File: src/cpu_pkg.sv
package cpu_pkg;

    // ------------------------------------------------------------------
    // Datapath sizes
    // ------------------------------------------------------------------
    localparam int XLEN       = 32;
    localparam int REG_ADDR_W = 5;
    localparam int NUM_REGS   = 32;

    // Bytes per instruction word, one fetch step
    localparam int INST_BYTES = 4;

    // ------------------------------------------------------------------
    // Major opcodes of the supported integer subset
    // ------------------------------------------------------------------
    typedef enum logic [6:0] {
        // add, sub, and, or, xor, slt, sll, srl
        op_rtype  = 7'b0110011,
        // addi, andi, ori, xori, slti
        op_itype  = 7'b0010011,
        op_load   = 7'b0000011,
        op_store  = 7'b0100011,
        // beq and bne
        op_branch = 7'b1100011,
        op_jal    = 7'b1101111
    } opcode_t;

    // ------------------------------------------------------------------
    // ALU operations
    // ------------------------------------------------------------------
    typedef enum logic [3:0] {
        alu_add = 4'd0,
        alu_sub = 4'd1,
        alu_and = 4'd2,
        alu_or  = 4'd3,
        alu_xor = 4'd4,
        // Signed compare, result is 0 or 1
        alu_slt = 4'd5,
        alu_sll = 4'd6,
        alu_srl = 4'd7
    } alu_op_t;

endpackage

File: src/alu.sv
`timescale 1ns/100ps

module alu import cpu_pkg::*; (
    input  logic [XLEN-1:0] rs1_val,
    input  logic [XLEN-1:0] rs2_val,
    input  logic [XLEN-1:0] imm,
    input  logic            use_imm,
    input  alu_op_t         op,
    output logic [XLEN-1:0] result
);

    logic [XLEN-1:0] operand_b;
    logic [4:0]      shamt;

    // Second operand, register or immediate
    assign operand_b = use_imm ? imm : rs2_val;
    // Shift amount from the low 5 bits
    assign shamt     = operand_b[4:0];

    always_comb begin
        case (op)
            alu_add: result = rs1_val + operand_b;
            alu_sub: result = rs1_val - operand_b;
            alu_and: result = rs1_val & operand_b;
            alu_or:  result = rs1_val | operand_b;
            alu_xor: result = rs1_val ^ operand_b;
            // Signed less-than
            alu_slt: result = XLEN'($signed(rs1_val) < $signed(operand_b));
            alu_sll: result = rs1_val << shamt;
            // Logical right shift
            alu_srl: result = rs1_val >> shamt;
            default: result = '0;
        endcase
    end

endmodule

File: src/register_file.sv
`timescale 1ns/100ps

module register_file import cpu_pkg::*; (
    input  logic                  clk,
    input  logic                  reset,
    input  logic                  we1,
    input  logic                  we2,
    input  logic [REG_ADDR_W-1:0] wr_addr1,
    input  logic [REG_ADDR_W-1:0] wr_addr2,
    input  logic [XLEN-1:0]       wr_data1,
    input  logic [XLEN-1:0]       wr_data2,
    input  logic [REG_ADDR_W-1:0] rd_addr1_1,
    input  logic [REG_ADDR_W-1:0] rd_addr2_1,
    input  logic [REG_ADDR_W-1:0] rd_addr1_2,
    input  logic [REG_ADDR_W-1:0] rd_addr2_2,
    output logic [XLEN-1:0]       rd_data1_1,
    output logic [XLEN-1:0]       rd_data2_1,
    output logic [XLEN-1:0]       rd_data1_2,
    output logic [XLEN-1:0]       rd_data2_2
);

    logic [XLEN-1:0] regs [NUM_REGS];

    // One read port with write bypass, slot 2 write is the younger one
    function automatic logic [XLEN-1:0] read_port(input logic [REG_ADDR_W-1:0] addr);
        logic [XLEN-1:0] value;
        if (addr == '0) begin
            value = '0;
        end else if (we2 && (wr_addr2 == addr)) begin
            value = wr_data2;
        end else if (we1 && (wr_addr1 == addr)) begin
            value = wr_data1;
        end else begin
            value = regs[addr];
        end
        return value;
    endfunction

    // Four read ports, two per slot
    always_comb rd_data1_1 = read_port(rd_addr1_1);
    always_comb rd_data2_1 = read_port(rd_addr2_1);
    always_comb rd_data1_2 = read_port(rd_addr1_2);
    always_comb rd_data2_2 = read_port(rd_addr2_2);

    // Two write ports
    always_ff @(posedge clk) begin
        if (reset) begin
            for (int i = 0; i < NUM_REGS; i++) begin
                regs[i] <= '0;
            end
        end else begin
            if (we1) begin
                regs[wr_addr1] <= wr_data1;
            end
            if (we2) begin
                regs[wr_addr2] <= wr_data2;
            end
        end
    end

endmodule

File: src/inst_decoder.sv
`timescale 1ns/100ps

module inst_decoder import cpu_pkg::*; (
    input  logic [XLEN-1:0]       inst,
    output opcode_t               opcode,
    output logic [REG_ADDR_W-1:0] rd,
    output logic [REG_ADDR_W-1:0] rs1,
    output logic [REG_ADDR_W-1:0] rs2,
    output logic [XLEN-1:0]       imm,
    output alu_op_t               alu_op,
    output logic                  use_imm,
    output logic                  reg_write,
    output logic                  mem_read,
    output logic                  mem_write,
    output logic                  is_branch,
    output logic                  is_jal,
    output logic                  branch_ne
);

    logic [2:0] funct3;
    logic [6:0] funct7;

    // Field slicing
    assign opcode = opcode_t'(inst[6:0]);
    assign rd     = inst[11:7];
    assign funct3 = inst[14:12];
    assign rs1    = inst[19:15];
    assign rs2    = inst[24:20];
    assign funct7 = inst[31:25];

    // ------------------------------------------------------------------
    // Control flags
    // ------------------------------------------------------------------
    assign use_imm   = opcode inside {op_itype, op_load, op_store};
    assign mem_read  = (opcode == op_load);
    assign mem_write = (opcode == op_store);
    assign is_branch = (opcode == op_branch);
    assign is_jal    = (opcode == op_jal);
    // funct3 001 selects bne, 000 beq
    assign branch_ne = is_branch && (funct3 == 3'b001);

    // Writes to x0 are dropped here once for the whole core
    assign reg_write = (opcode inside {op_rtype, op_itype, op_load, op_jal}) && (rd != '0);

    // ------------------------------------------------------------------
    // Sign-extended immediate, format chosen by opcode
    // ------------------------------------------------------------------
    always_comb begin
        case (opcode)
            op_itype, op_load: imm = {{20{inst[31]}}, inst[31:20]};
            op_store:          imm = {{20{inst[31]}}, inst[31:25], inst[11:7]};
            op_branch: imm = {{19{inst[31]}}, inst[31], inst[7], inst[30:25], inst[11:8], 1'b0};
            op_jal: imm = {{11{inst[31]}}, inst[31], inst[19:12], inst[20], inst[30:21], 1'b0};
            default:           imm = '0;
        endcase
    end

    // ------------------------------------------------------------------
    // ALU operation
    // ------------------------------------------------------------------
    always_comb begin
        alu_op = alu_add;
        if (opcode == op_branch) begin
            // Branch compares through the subtractor
            alu_op = alu_sub;
        end else if (opcode inside {op_rtype, op_itype}) begin
            case (funct3)
                // Sub only exists in R-type
                3'b000:  alu_op = (opcode == op_rtype && funct7[5]) ? alu_sub : alu_add;
                3'b001:  alu_op = alu_sll;
                3'b010:  alu_op = alu_slt;
                3'b100:  alu_op = alu_xor;
                3'b101:  alu_op = alu_srl;
                3'b110:  alu_op = alu_or;
                3'b111:  alu_op = alu_and;
                default: alu_op = alu_add;
            endcase
        end
    end

endmodule

File: src/issue_logic.sv
`timescale 1ns/100ps

module issue_logic import cpu_pkg::*; (
    input  logic                  pair_valid,
    input  logic [REG_ADDR_W-1:0] rd_1,
    input  logic                  reg_write_1,
    input  logic                  mem_read_1,
    input  logic                  mem_write_1,
    input  logic                  is_branch_1,
    input  logic                  is_jal_1,
    input  logic [REG_ADDR_W-1:0] rd_2,
    input  logic [REG_ADDR_W-1:0] rs1_2,
    input  logic [REG_ADDR_W-1:0] rs2_2,
    input  logic                  reg_write_2,
    input  logic                  mem_read_2,
    input  logic                  mem_write_2,
    input  logic                  is_branch_2,
    input  logic                  is_jal_2,
    output logic                  issue_second,
    output logic                  fwd_rs1,
    output logic                  fwd_rs2
);

    logic waw_hazard;
    logic mem_in_pair;
    logic ctrl_in_pair;

    // Both slots target the same register
    assign waw_hazard   = reg_write_1 && reg_write_2 && (rd_1 == rd_2);
    // Single data port, so memory ops always run alone
    assign mem_in_pair  = mem_read_1 || mem_write_1 || mem_read_2 || mem_write_2;
    // Control transfer in slot 2 waits for promotion
    assign ctrl_in_pair = is_branch_1 || is_jal_1 || is_branch_2 || is_jal_2;

    assign issue_second = pair_valid && !waw_hazard && !mem_in_pair && !ctrl_in_pair;

    // Slot 1 ALU result feeds slot 2 operands
    assign fwd_rs1 = reg_write_1 && (rd_1 == rs1_2);
    assign fwd_rs2 = reg_write_1 && (rd_1 == rs2_2);

endmodule

File: src/fetch_unit.sv
`timescale 1ns/100ps

module fetch_unit import cpu_pkg::*; #(
    parameter logic [XLEN-1:0] RESET_PC = '0
) (
    input  logic            clk,
    input  logic            reset,
    input  logic [XLEN-1:0] imem_inst1,
    input  logic [XLEN-1:0] imem_inst2,
    input  logic            take_both,
    input  logic            redirect,
    input  logic [XLEN-1:0] redirect_pc,
    output logic [XLEN-1:0] imem_addr,
    output logic [XLEN-1:0] slot1_pc,
    output logic [XLEN-1:0] slot1_inst,
    output logic [XLEN-1:0] slot2_inst,
    output logic            pair_valid
);

    // Address of the next word not yet held in the slots
    logic [XLEN-1:0] fetch_pc;
    // Whole new pair loaded from imem
    logic            reload_pair;

    assign imem_addr   = fetch_pc;
    assign reload_pair = !pair_valid || take_both;

    // ------------------------------------------------------------------
    // Fetch address and window state
    // ------------------------------------------------------------------
    always_ff @(posedge clk) begin
        if (reset) begin
            fetch_pc   <= RESET_PC;
            pair_valid <= 1'b0;
        end else if (redirect) begin
            // Drop the window, refill from the target next edge
            fetch_pc   <= redirect_pc;
            pair_valid <= 1'b0;
        end else if (reload_pair) begin
            fetch_pc   <= fetch_pc + XLEN'(2 * INST_BYTES);
            pair_valid <= 1'b1;
        end else begin
            // Only slot 1 retired, window slides by one word
            fetch_pc <= fetch_pc + XLEN'(INST_BYTES);
        end
    end

    // ------------------------------------------------------------------
    // Instruction pair
    // ------------------------------------------------------------------
    always_ff @(posedge clk) begin
        if (reload_pair) begin
            slot1_inst <= imem_inst1;
            slot2_inst <= imem_inst2;
            slot1_pc   <= fetch_pc;
        end else begin
            // Promote slot 2, slot 2 takes the word at the fetch address
            slot1_inst <= slot2_inst;
            slot2_inst <= imem_inst1;
            slot1_pc   <= slot1_pc + XLEN'(INST_BYTES);
        end
    end

endmodule

File: src/dual_issue_cpu.sv
`timescale 1ns/100ps

module dual_issue_cpu import cpu_pkg::*; #(
    parameter logic [XLEN-1:0] RESET_PC = '0
) (
    input  logic            clk,
    input  logic            reset,
    input  logic [XLEN-1:0] imem_inst1,
    input  logic [XLEN-1:0] imem_inst2,
    input  logic [XLEN-1:0] dmem_rdata,
    output logic [XLEN-1:0] imem_addr,
    output logic [XLEN-1:0] dmem_addr,
    output logic [XLEN-1:0] dmem_wdata,
    output logic            dmem_we
);

    // Fetch window
    logic [XLEN-1:0] slot1_pc, slot1_inst, slot2_inst;
    logic            pair_valid;
    logic            redirect;
    logic [XLEN-1:0] redirect_pc;

    // Decoded slot 1
    opcode_t               opcode_1;
    logic [REG_ADDR_W-1:0] rd_1, rs1_1, rs2_1;
    logic [XLEN-1:0]       imm_1;
    alu_op_t               alu_op_1;
    logic use_imm_1, reg_write_1, mem_read_1, mem_write_1;
    logic is_branch_1, is_jal_1, branch_ne_1;

    // Decoded slot 2
    logic [REG_ADDR_W-1:0] rd_2, rs1_2, rs2_2;
    logic [XLEN-1:0]       imm_2;
    alu_op_t               alu_op_2;
    logic use_imm_2, reg_write_2, mem_read_2, mem_write_2;
    logic is_branch_2, is_jal_2;

    // Issue and operands
    logic            issue_second, fwd_rs1, fwd_rs2;
    logic [XLEN-1:0] rs1_val_1, rs2_val_1, rs1_val_2, rs2_val_2;
    logic [XLEN-1:0] rs1_fwd_2, rs2_fwd_2;
    logic [XLEN-1:0] result_1, result_2;
    logic            branch_taken;

    // Writeback registers
    logic                  wb_we_1, wb_we_2;
    logic [REG_ADDR_W-1:0] wb_rd_1, wb_rd_2;
    logic [XLEN-1:0]       wb_data_1, wb_data_2, wb_src_1;

    fetch_unit #(.RESET_PC(RESET_PC)) fetch_unit_inst (
        .clk(clk), .reset(reset),
        .imem_inst1(imem_inst1), .imem_inst2(imem_inst2),
        .take_both(issue_second), .redirect(redirect), .redirect_pc(redirect_pc),
        .imem_addr(imem_addr), .slot1_pc(slot1_pc),
        .slot1_inst(slot1_inst), .slot2_inst(slot2_inst), .pair_valid(pair_valid)
    );

    inst_decoder decoder_1_inst (
        .inst(slot1_inst), .opcode(opcode_1), .rd(rd_1), .rs1(rs1_1), .rs2(rs2_1),
        .imm(imm_1), .alu_op(alu_op_1), .use_imm(use_imm_1), .reg_write(reg_write_1),
        .mem_read(mem_read_1), .mem_write(mem_write_1), .is_branch(is_branch_1),
        .is_jal(is_jal_1), .branch_ne(branch_ne_1)
    );

    // Slot 2 never resolves a branch, opcode and branch sense unused
    inst_decoder decoder_2_inst (
        .inst(slot2_inst), .opcode(), .rd(rd_2), .rs1(rs1_2), .rs2(rs2_2),
        .imm(imm_2), .alu_op(alu_op_2), .use_imm(use_imm_2), .reg_write(reg_write_2),
        .mem_read(mem_read_2), .mem_write(mem_write_2), .is_branch(is_branch_2),
        .is_jal(is_jal_2), .branch_ne()
    );

    issue_logic issue_logic_inst (
        .pair_valid(pair_valid),
        .rd_1(rd_1), .reg_write_1(reg_write_1), .mem_read_1(mem_read_1),
        .mem_write_1(mem_write_1), .is_branch_1(is_branch_1), .is_jal_1(is_jal_1),
        .rd_2(rd_2), .rs1_2(rs1_2), .rs2_2(rs2_2), .reg_write_2(reg_write_2),
        .mem_read_2(mem_read_2), .mem_write_2(mem_write_2),
        .is_branch_2(is_branch_2), .is_jal_2(is_jal_2),
        .issue_second(issue_second), .fwd_rs1(fwd_rs1), .fwd_rs2(fwd_rs2)
    );

    register_file register_file_inst (
        .clk(clk), .reset(reset), .we1(wb_we_1), .we2(wb_we_2),
        .wr_addr1(wb_rd_1), .wr_addr2(wb_rd_2), .wr_data1(wb_data_1), .wr_data2(wb_data_2),
        .rd_addr1_1(rs1_1), .rd_addr2_1(rs2_1), .rd_addr1_2(rs1_2), .rd_addr2_2(rs2_2),
        .rd_data1_1(rs1_val_1), .rd_data2_1(rs2_val_1),
        .rd_data1_2(rs1_val_2), .rd_data2_2(rs2_val_2)
    );

    // ------------------------------------------------------------------
    // Execute, slot 2 sees slot 1 result through the forward muxes
    // ------------------------------------------------------------------
    assign rs1_fwd_2 = fwd_rs1 ? result_1 : rs1_val_2;
    assign rs2_fwd_2 = fwd_rs2 ? result_1 : rs2_val_2;

    alu alu_1_inst (
        .rs1_val(rs1_val_1), .rs2_val(rs2_val_1), .imm(imm_1),
        .use_imm(use_imm_1), .op(alu_op_1), .result(result_1)
    );

    alu alu_2_inst (
        .rs1_val(rs1_fwd_2), .rs2_val(rs2_fwd_2), .imm(imm_2),
        .use_imm(use_imm_2), .op(alu_op_2), .result(result_2)
    );

    // Branch resolves on the slot 1 difference, beq on zero
    assign branch_taken = is_branch_1 && (branch_ne_1 ? (result_1 != '0) : (result_1 == '0));
    assign redirect     = pair_valid && (is_jal_1 || branch_taken);
    // Imm already holds the B or J offset
    assign redirect_pc  = slot1_pc + imm_1;

    // Data port belongs to slot 1
    assign dmem_addr  = result_1;
    assign dmem_wdata = rs2_val_1;
    assign dmem_we    = pair_valid && mem_write_1;

    // ------------------------------------------------------------------
    // Writeback
    // ------------------------------------------------------------------
    always_comb begin
        case (opcode_1)
            op_load: wb_src_1 = dmem_rdata;
            // Link value
            op_jal:  wb_src_1 = slot1_pc + XLEN'(INST_BYTES);
            default: wb_src_1 = result_1;
        endcase
    end

    always_ff @(posedge clk) begin
        if (reset) begin
            wb_we_1 <= 1'b0;
            wb_we_2 <= 1'b0;
        end else begin
            wb_we_1 <= pair_valid && reg_write_1;
            // Squashed when slot 1 redirects
            wb_we_2 <= issue_second && !redirect && reg_write_2;
        end
    end

    always_ff @(posedge clk) begin
        wb_rd_1   <= rd_1;
        wb_rd_2   <= rd_2;
        wb_data_1 <= wb_src_1;
        wb_data_2 <= result_2;
    end

endmodule

File: config.mk
export PLATFORM = sky130hd
export DESIGN_NAME = dual_issue_cpu
export DESIGN_NICKNAME = d
export VERILOG_FILES = /design/src/cpu_pkg.sv /design/src/alu.sv /design/src/register_file.sv /design/src/inst_decoder.sv /design/src/issue_logic.sv /design/src/fetch_unit.sv /design/src/dual_issue_cpu.sv
export SDC_FILE = /design/constraint.sdc
export NUM_CORES = 2
export LEC_CHECK = 0
export ABC_CLOCK_PERIOD_IN_PS = 14650
export BUFFER_PORTS_ARGS = -buffer_cell sky130_fd_sc_hd__buf_2
export CAP_MARGIN = 20
export CORE_ASPECT_RATIO = 1.2
export CORE_MARGIN = 4
export CORE_UTILIZATION = 45
export CTS_CLUSTER_SIZE = 16
export DETAILED_ROUTE_END_ITERATION = 10
export GPL_TIMING_DRIVEN = 0
export PLACE_DENSITY = 0.67
export SLEW_MARGIN = 20
export SYNTH_ARGS = -nofsm -noshare
export SYNTH_HDL_FRONTEND = slang
export SYNTH_SLANG_ARGS = --single-unit
File: constraint.sdc
create_clock -name clk -period 14.65 [get_ports clk]
set_input_delay 2.1975 -clock clk [delete_from_list [all_inputs] [get_ports clk]]
set_output_delay 2.1975 -clock clk [all_outputs]
set_load 0.02 [all_outputs]
==> impl_metrics.yaml, run 1 <==
placed_design:
  dp_hpwl_microns: 657000
  numPortBuffers: 194
  place.gp.congestion: 1.28
  dpl_worst_slack_ps: -801
grt:
  overflow: 3
  grt_first_pass_wirelength_microns: 1180000
  first_global_vias: 120000
  grt_usage_pct: 72.2
  grt_start_max_net_pins: 31
synth:
  synth_area_sq_um: 107000
  synth-seq-area-share_pct: 32.5
  synth_compound_area_share_pct: 22.1
  syn_area_per_cell_sq_um: 10.7
  synth_top_family_by_area: "multiplexers"
  synthSimpleGateAreaFrac_pct: 8.84
  synth_fa_ha_area_share_pct: 2.77
  yosys_warnings: 0
  synth_edf_count: 1026
  syn_inst: 9979
  synth-xor-area-share_pct: 1.24
  synth_mux_area_share_pct: 27.0
  synth.distinct_cells: 116
  synth_nets: 10300
  ys.flop_type: "edfxtp_1"
  synth-seq-cells: 1229
  async_flop_share_pct: 0
floorplan:
  initial_utilization_pct: 45.2
  rows: 196
  ios: 195
  die-height_microns: 543
  die_w_microns: 454
outcome:
  error: "[ERROR GRT-0116] Global routing finished with congestion. Check the congestion regions in the DRC Viewer."
  outcome: "stopped before the end"
  lastStage: "global routing"
cts:
  clockBufferDepth: 4
  cts_buffers: 154
  clock_sinks: 1229
  cts-htree-levels: 4
  cts_root_buffer: "clkbuf_16"
cells in the mapped netlist, types with 25 or more instances:
| cell type | n | area, sq um |
|---|---|---|
| o22ai_1 | 171 | 1070 |
| a22oi_1 | 95 | 713 |
| a31oi_1 | 64 | 400 |
| or2_2 | 28 | 175 |
| and4_1 | 28 | 245 |
| o32ai_1 | 27 | 236 |
| nor4_1 | 41 | 257 |
| o211ai_1 | 84 | 631 |
| xnor2_1 | 90 | 788 |
| a221oi_1 | 53 | 464 |
| clkbuf_1 | 869 | 3260 |
| mux2i_1 | 665 | 6660 |
| or3_1 | 55 | 344 |
| a22o_1 | 1038 | 9090 |
| nand3_1 | 152 | 761 |
| a21oi_1 | 526 | 2630 |
| o221ai_1 | 125 | 1090 |
| nor3_1 | 244 | 1220 |
| mux2_2 | 167 | 1880 |
| a211o_1 | 49 | 429 |
| o21a_1 | 37 | 278 |
| xor2_1 | 62 | 543 |
| nand2_1 | 503 | 1890 |
| dfxtp_1 | 203 | 4060 |
| nand2b_1 | 48 | 300 |
| buf_1 | 150 | 563 |
| nor2b_1 | 54 | 338 |
| and2_1 | 75 | 469 |
| nor2_1 | 526 | 1970 |
| mux4_2 | 891 | 20100 |
| buf_6 | 25 | 282 |
| o21ai_0 | 414 | 2070 |
| nand4_1 | 42 | 263 |
| buf_4 | 36 | 270 |
| o21bai_1 | 26 | 195 |
| a211oi_1 | 120 | 901 |
| a21o_1 | 66 | 495 |
| ha_1 | 229 | 2870 |
| buf_2 | 92 | 460 |
| inv_1 | 254 | 953 |
| and3_1 | 67 | 419 |
| o31ai_1 | 26 | 195 |
| edfxtp_1 | 1026 | 30800 |
| mux2_4 | 25 | 375 |
metrics by stage:
| step | instance area, sq um | hold WS (ps) | std cells | setup TNS [ps] |
|---|---|---|---|---|
| after floorplan | 107000 | 329 | 9979 | 0 |
| after global placement | 112000 | 368 | 13300 | -69420 |
| after detailed placement | 118000 | 366 | 13600 | -2810 |
| after CTS | 123000 | 395 | 13800 | 0 |
what timing repair did:
action,4_1_cts
gates resized for setup,13
hold buffers,0
setup buffers,1
gates cloned,0
setup endpoints to repair,10
cell families after synthesis:
| logic type | after synthesis |
|---|---|
| AOI/OAI and AO/OA | 3214 |
| xor gates and xnor gates | 152 |
| adders and majority gates | 234 |
| buffers and inverters | 1438 |
| DFF | 1229 |
| muxes | 1749 |
| and+or+nand+nor | 1963 |
per-layer routing:
layer | GRT overflow | GRT usage [%]
met1 | 0 | 72.8
met2 | 1 | 87.4
met3 | 0 | 57.1
met4 | 2 | 71.0
met5 | 0 | 32.4
==> inputs of run 2 (changes only) <==
--- a/config.mk
+++ b/config.mk
@@ -8,13 +8,11 @@
 export ABC_CLOCK_PERIOD_IN_PS = 14650
 export BUFFER_PORTS_ARGS = -buffer_cell sky130_fd_sc_hd__buf_2
 export CAP_MARGIN = 20
-export CORE_ASPECT_RATIO = 1.2
 export CORE_MARGIN = 4
-export CORE_UTILIZATION = 45
-export CTS_CLUSTER_SIZE = 16
+export CORE_UTILIZATION = 30
 export DETAILED_ROUTE_END_ITERATION = 10
 export GPL_TIMING_DRIVEN = 0
-export PLACE_DENSITY = 0.67
+export PLACE_DENSITY_LB_ADDON = 0.15
 export SLEW_MARGIN = 20
 export SYNTH_ARGS = -nofsm -noshare
 export SYNTH_HDL_FRONTEND = slang
==> impl_metrics.yaml, run 2 <==
synth:
  synth-seq-cells: 1229
  synth_area_leaders: "edfxtp_1 (29%), mux4_2 (19%), a22o_1 (8.5%)"
  synth-xor-area-share_pct: 1.24
  yosysMostFrequentCell: "a22o_1"
  synth_mux_area_share_pct: 27.0
  yosysTopAreaCell: "edfxtp_1"
  async_flop_share_pct: 0
  yosys_warnings: 0
  synth_area_sq_um: 107000
  synth.distinct_cells: 116
  ys.flop_type: "edfxtp_1"
  synthSimpleGateAreaFrac_pct: 8.84
  synth_edf_count: 1026
  synth_nets: 10300
  synth-seq-area-share_pct: 32.5
  syn_area_per_cell_sq_um: 10.7
  syn_inst: 9979
  yosysTopAreaCellShare_pct: 28.7
  synth_compound_area_share_pct: 22.1
  synth_top_family_by_area: "multiplexers"
  synth_fa_ha_area_share_pct: 2.77
  synth_common_cells: "a22o_1 (1,038), edfxtp_1 (1,026), mux4_2 (891)"
outcome:
  violations: "negative setup slack"
  outcome: "complete, but fails checks"
floorplan:
  dieArea_sq_um: 367000
  die_w_microns: 606
  initial_utilization_pct: 30.1
  rows: 219
  core_area_sq_um: 356000
  die-height_microns: 606
  ios: 195
placed_design:
  numPortBuffers: 194
  dp_hpwl_microns: 759000
  place.gp.congestion: 1.10
  placed_area_sq_um: 121000
routing:
  num_vias: 117000
  drc: 0
  antenna_left: 0
  drtIter0Drc: 22500
  routed_wl_microns: 960000
  avgViaCountPerCell: 7.50
  routedWlPerCell_microns: 61.3
  drt_pre_antenna_iters: 9
grt:
  grt_first_pass_wirelength_microns: 1190000
  antenna_found_initial: 134
  use_met1_pct: 58.2
  grtUsageMet2_pct: 69.2
  grt_start_max_net_pins: 28
  grt_usage_pct: 50.3
  first_global_vias: 105000
  grt_busiest_layer: "met2"
  overflow: 0
  use_met3_pct: 25.3
setup_path:
  rr_worst_depth: 36
  worstPathRequired_ps: 15310
  rrSetupSlack_ps: -600
  startpoint_type: "register"
  reg2reg_from: "fetch_unit_inst.slot1_inst[16]"
  cp_max_fo: 12
  cp.arrival_ps: 15910
  slowest_stage: "a2111oi_0"
  timing.rr.end: "wb_data_2[25]"
  cpPeakStageDelay_ps: 1010
  endpoint_kind: "register"
  worstSetupPathType: "register to register"
  cp-startpoint: "fetch_unit_inst.slot1_inst[16]"
  cp_common_cell: "buf_2"
layout:
  top_register: "register_file_inst.regs"
  syn2layout_area_growth_pct: 19.3
  mostFrequentLayoutCells: "a22o_1 (1,038), edfxtp_1 (1,026), mux4_2 (891), clkbuf_1 (676), mux2i_1 (645)"
  largest_reg_flops: 1024
  mostFrequentLayoutCell: "a22o_1"
  final_nets: 11000
  nFillCells: 35400
  final_area_sq_um: 128000
  layout-drive-gt1-share_pct: 25.0
power_and_ir_drop:
  sw_frac_of_total_pct: 53.0
  p_leak_nw: 47.0
  switching_power_mw: 10.5
  vdd_drop_max_v: 0.000122
  pwr-share-seq_pct: 21.1
  power_density_nw_per_um2: 156
  clkPwrFrac_pct: 23.6
  p_int_mw: 9.37
  power.share.combinational_pct: 55.3
  power_mw: 19.9
timing:
  fin_crit_sh_pct: 104
  setup_violations: 11
  final.setup_skew_ps: 157
  fin_crit_ps: 15250
  timing.fmax_mhz: 65.6
  setup_ws_ps: -603
  finalHoldViolations: 0
  maxSlewHeadroom_pct: 4.60
  worstMarginPinSlew_ps: 1430
  whs_ps: 370
  maxSlewViolCount: 0
min_path:
  hp-class: "register to register"
  holdPathEnd: "wb_rd_1[0]"
  hold_depth: 0
  hold_path.startpoint: "fetch_unit_inst.slot1_inst[7]"
flow_run:
  drv_cap: 0
cts:
  cts-htree-levels: 4
  clockBufferDepth: 4
  cts_root_buffer: "clkbuf_16"
  clock_sinks: 1229
  clock_latency_ps: 1010
  cts_buffers: 171
  cts.clk_slew.worst_paths_ps: 60
  cts_tree: "built"
==> run 2: cell type report <==
type | instances | area, sq um | share of cell area (%)
clock inverter | 108 | 1460 | 1.14
tap | 4751 | 5940 | 4.65
clock buffer | 207 | 4500 | 3.51
sequential | 1229 | 34900 | 27.3
antenna | 90 | 225 | 0.176
multi-input combinational | 7312 | 67900 | 53.1
inverter | 263 | 993 | 0.777
timing repair buffer | 518 | 6710 | 5.25
buffer | 1172 | 5350 | 4.18
==> run 2: metrics by stage <==
step | worst slack [ps] | TNS [ps] | std cells | util, %
floorplan | 4580 | 0 | 9979 | -
global placement | -5470 | -192460 | 14900 | 32.1
detailed placement | -2850 | -35130 | 15200 | 34.1
CTS | 13.1 | 0 | 15600 | 35.8
global route | -3.88 | -3.88 | 15600 | 35.9
finish | -603 | -3230 | 15700 | 35.9
==> run 2: worst max-delay path: cells and delay by family (launching register included) <==
family / cells / cell delay, ps
buffers and inverters: 8 / 5250
AO/OA/AOI/OAI: 14 / 5150
AND/OR/NAND/NOR: 12 / 3590
flip-flops: 1 / 420
adder cells (fa/ha/maj): 1 / 360
XOR/XNOR: 1 / 70
==> run 2: timing repair <==
action | 4_1_cts | 5_1_grt
pin swaps | 3 | 5
setup buffers | 3 | 3
hold endpoints to repair | 0 | 0
gates resized for setup | 33 | 39
setup endpoints to repair | 28 | 11
hold buffers | 0 | 0
==> run 2: worst max path at each step <==
stage | to | slack, ps
after floorplan | wb_data_2[30] | 4580
after global placement | wb_data_2[30] | -5470
after detailed placement | wb_data_2[30] | -2850
after CTS | wb_data_2[30] | 10
after global routing | wb_data_2[30] | -4
final | wb_data_2[25] | -600
==> run 2: cell families (layout without fill, tap and decap cells) <==
family,Yosys count,count (layout)
AOI/OAI and AO/OA,3214,3214
xor gates and xnor gates,152,152
adders and majority gates,234,234
buffers and inverters,1438,2268
DFF,1229,1229
muxes,1749,1749
other,0,90
and+or+nand+nor,1963,1963
==> run 2: power by group through the flow <==
| stage | logic, mW | clock network [mW] | registers [mW] |
|---|---|---|---|
| 2_1_floorplan | 4.55 | 0 | 4.16 |
| 3_5_place_dp | 10.1 | 0 | 4.26 |
| 5_1_grt | 10.7 | 4.78 | 4.22 |
| 3_3_place_gp | 9.63 | 0 | 4.27 |
| 6_report | 11.0 | 4.70 | 4.21 |
| 4_1_cts | 10.1 | 4.65 | 4.19 |
==> run 2: routing by layer <==
metal / up-vias / share of wire (%)
li1: 41800 / -
met1: 60600 / 35
met2: 11900 / 40
met3: 3103 / 15
met4: 103 / 10
met5: - / 0.29
Note: power is estimated with default switching activity, not from simulation.
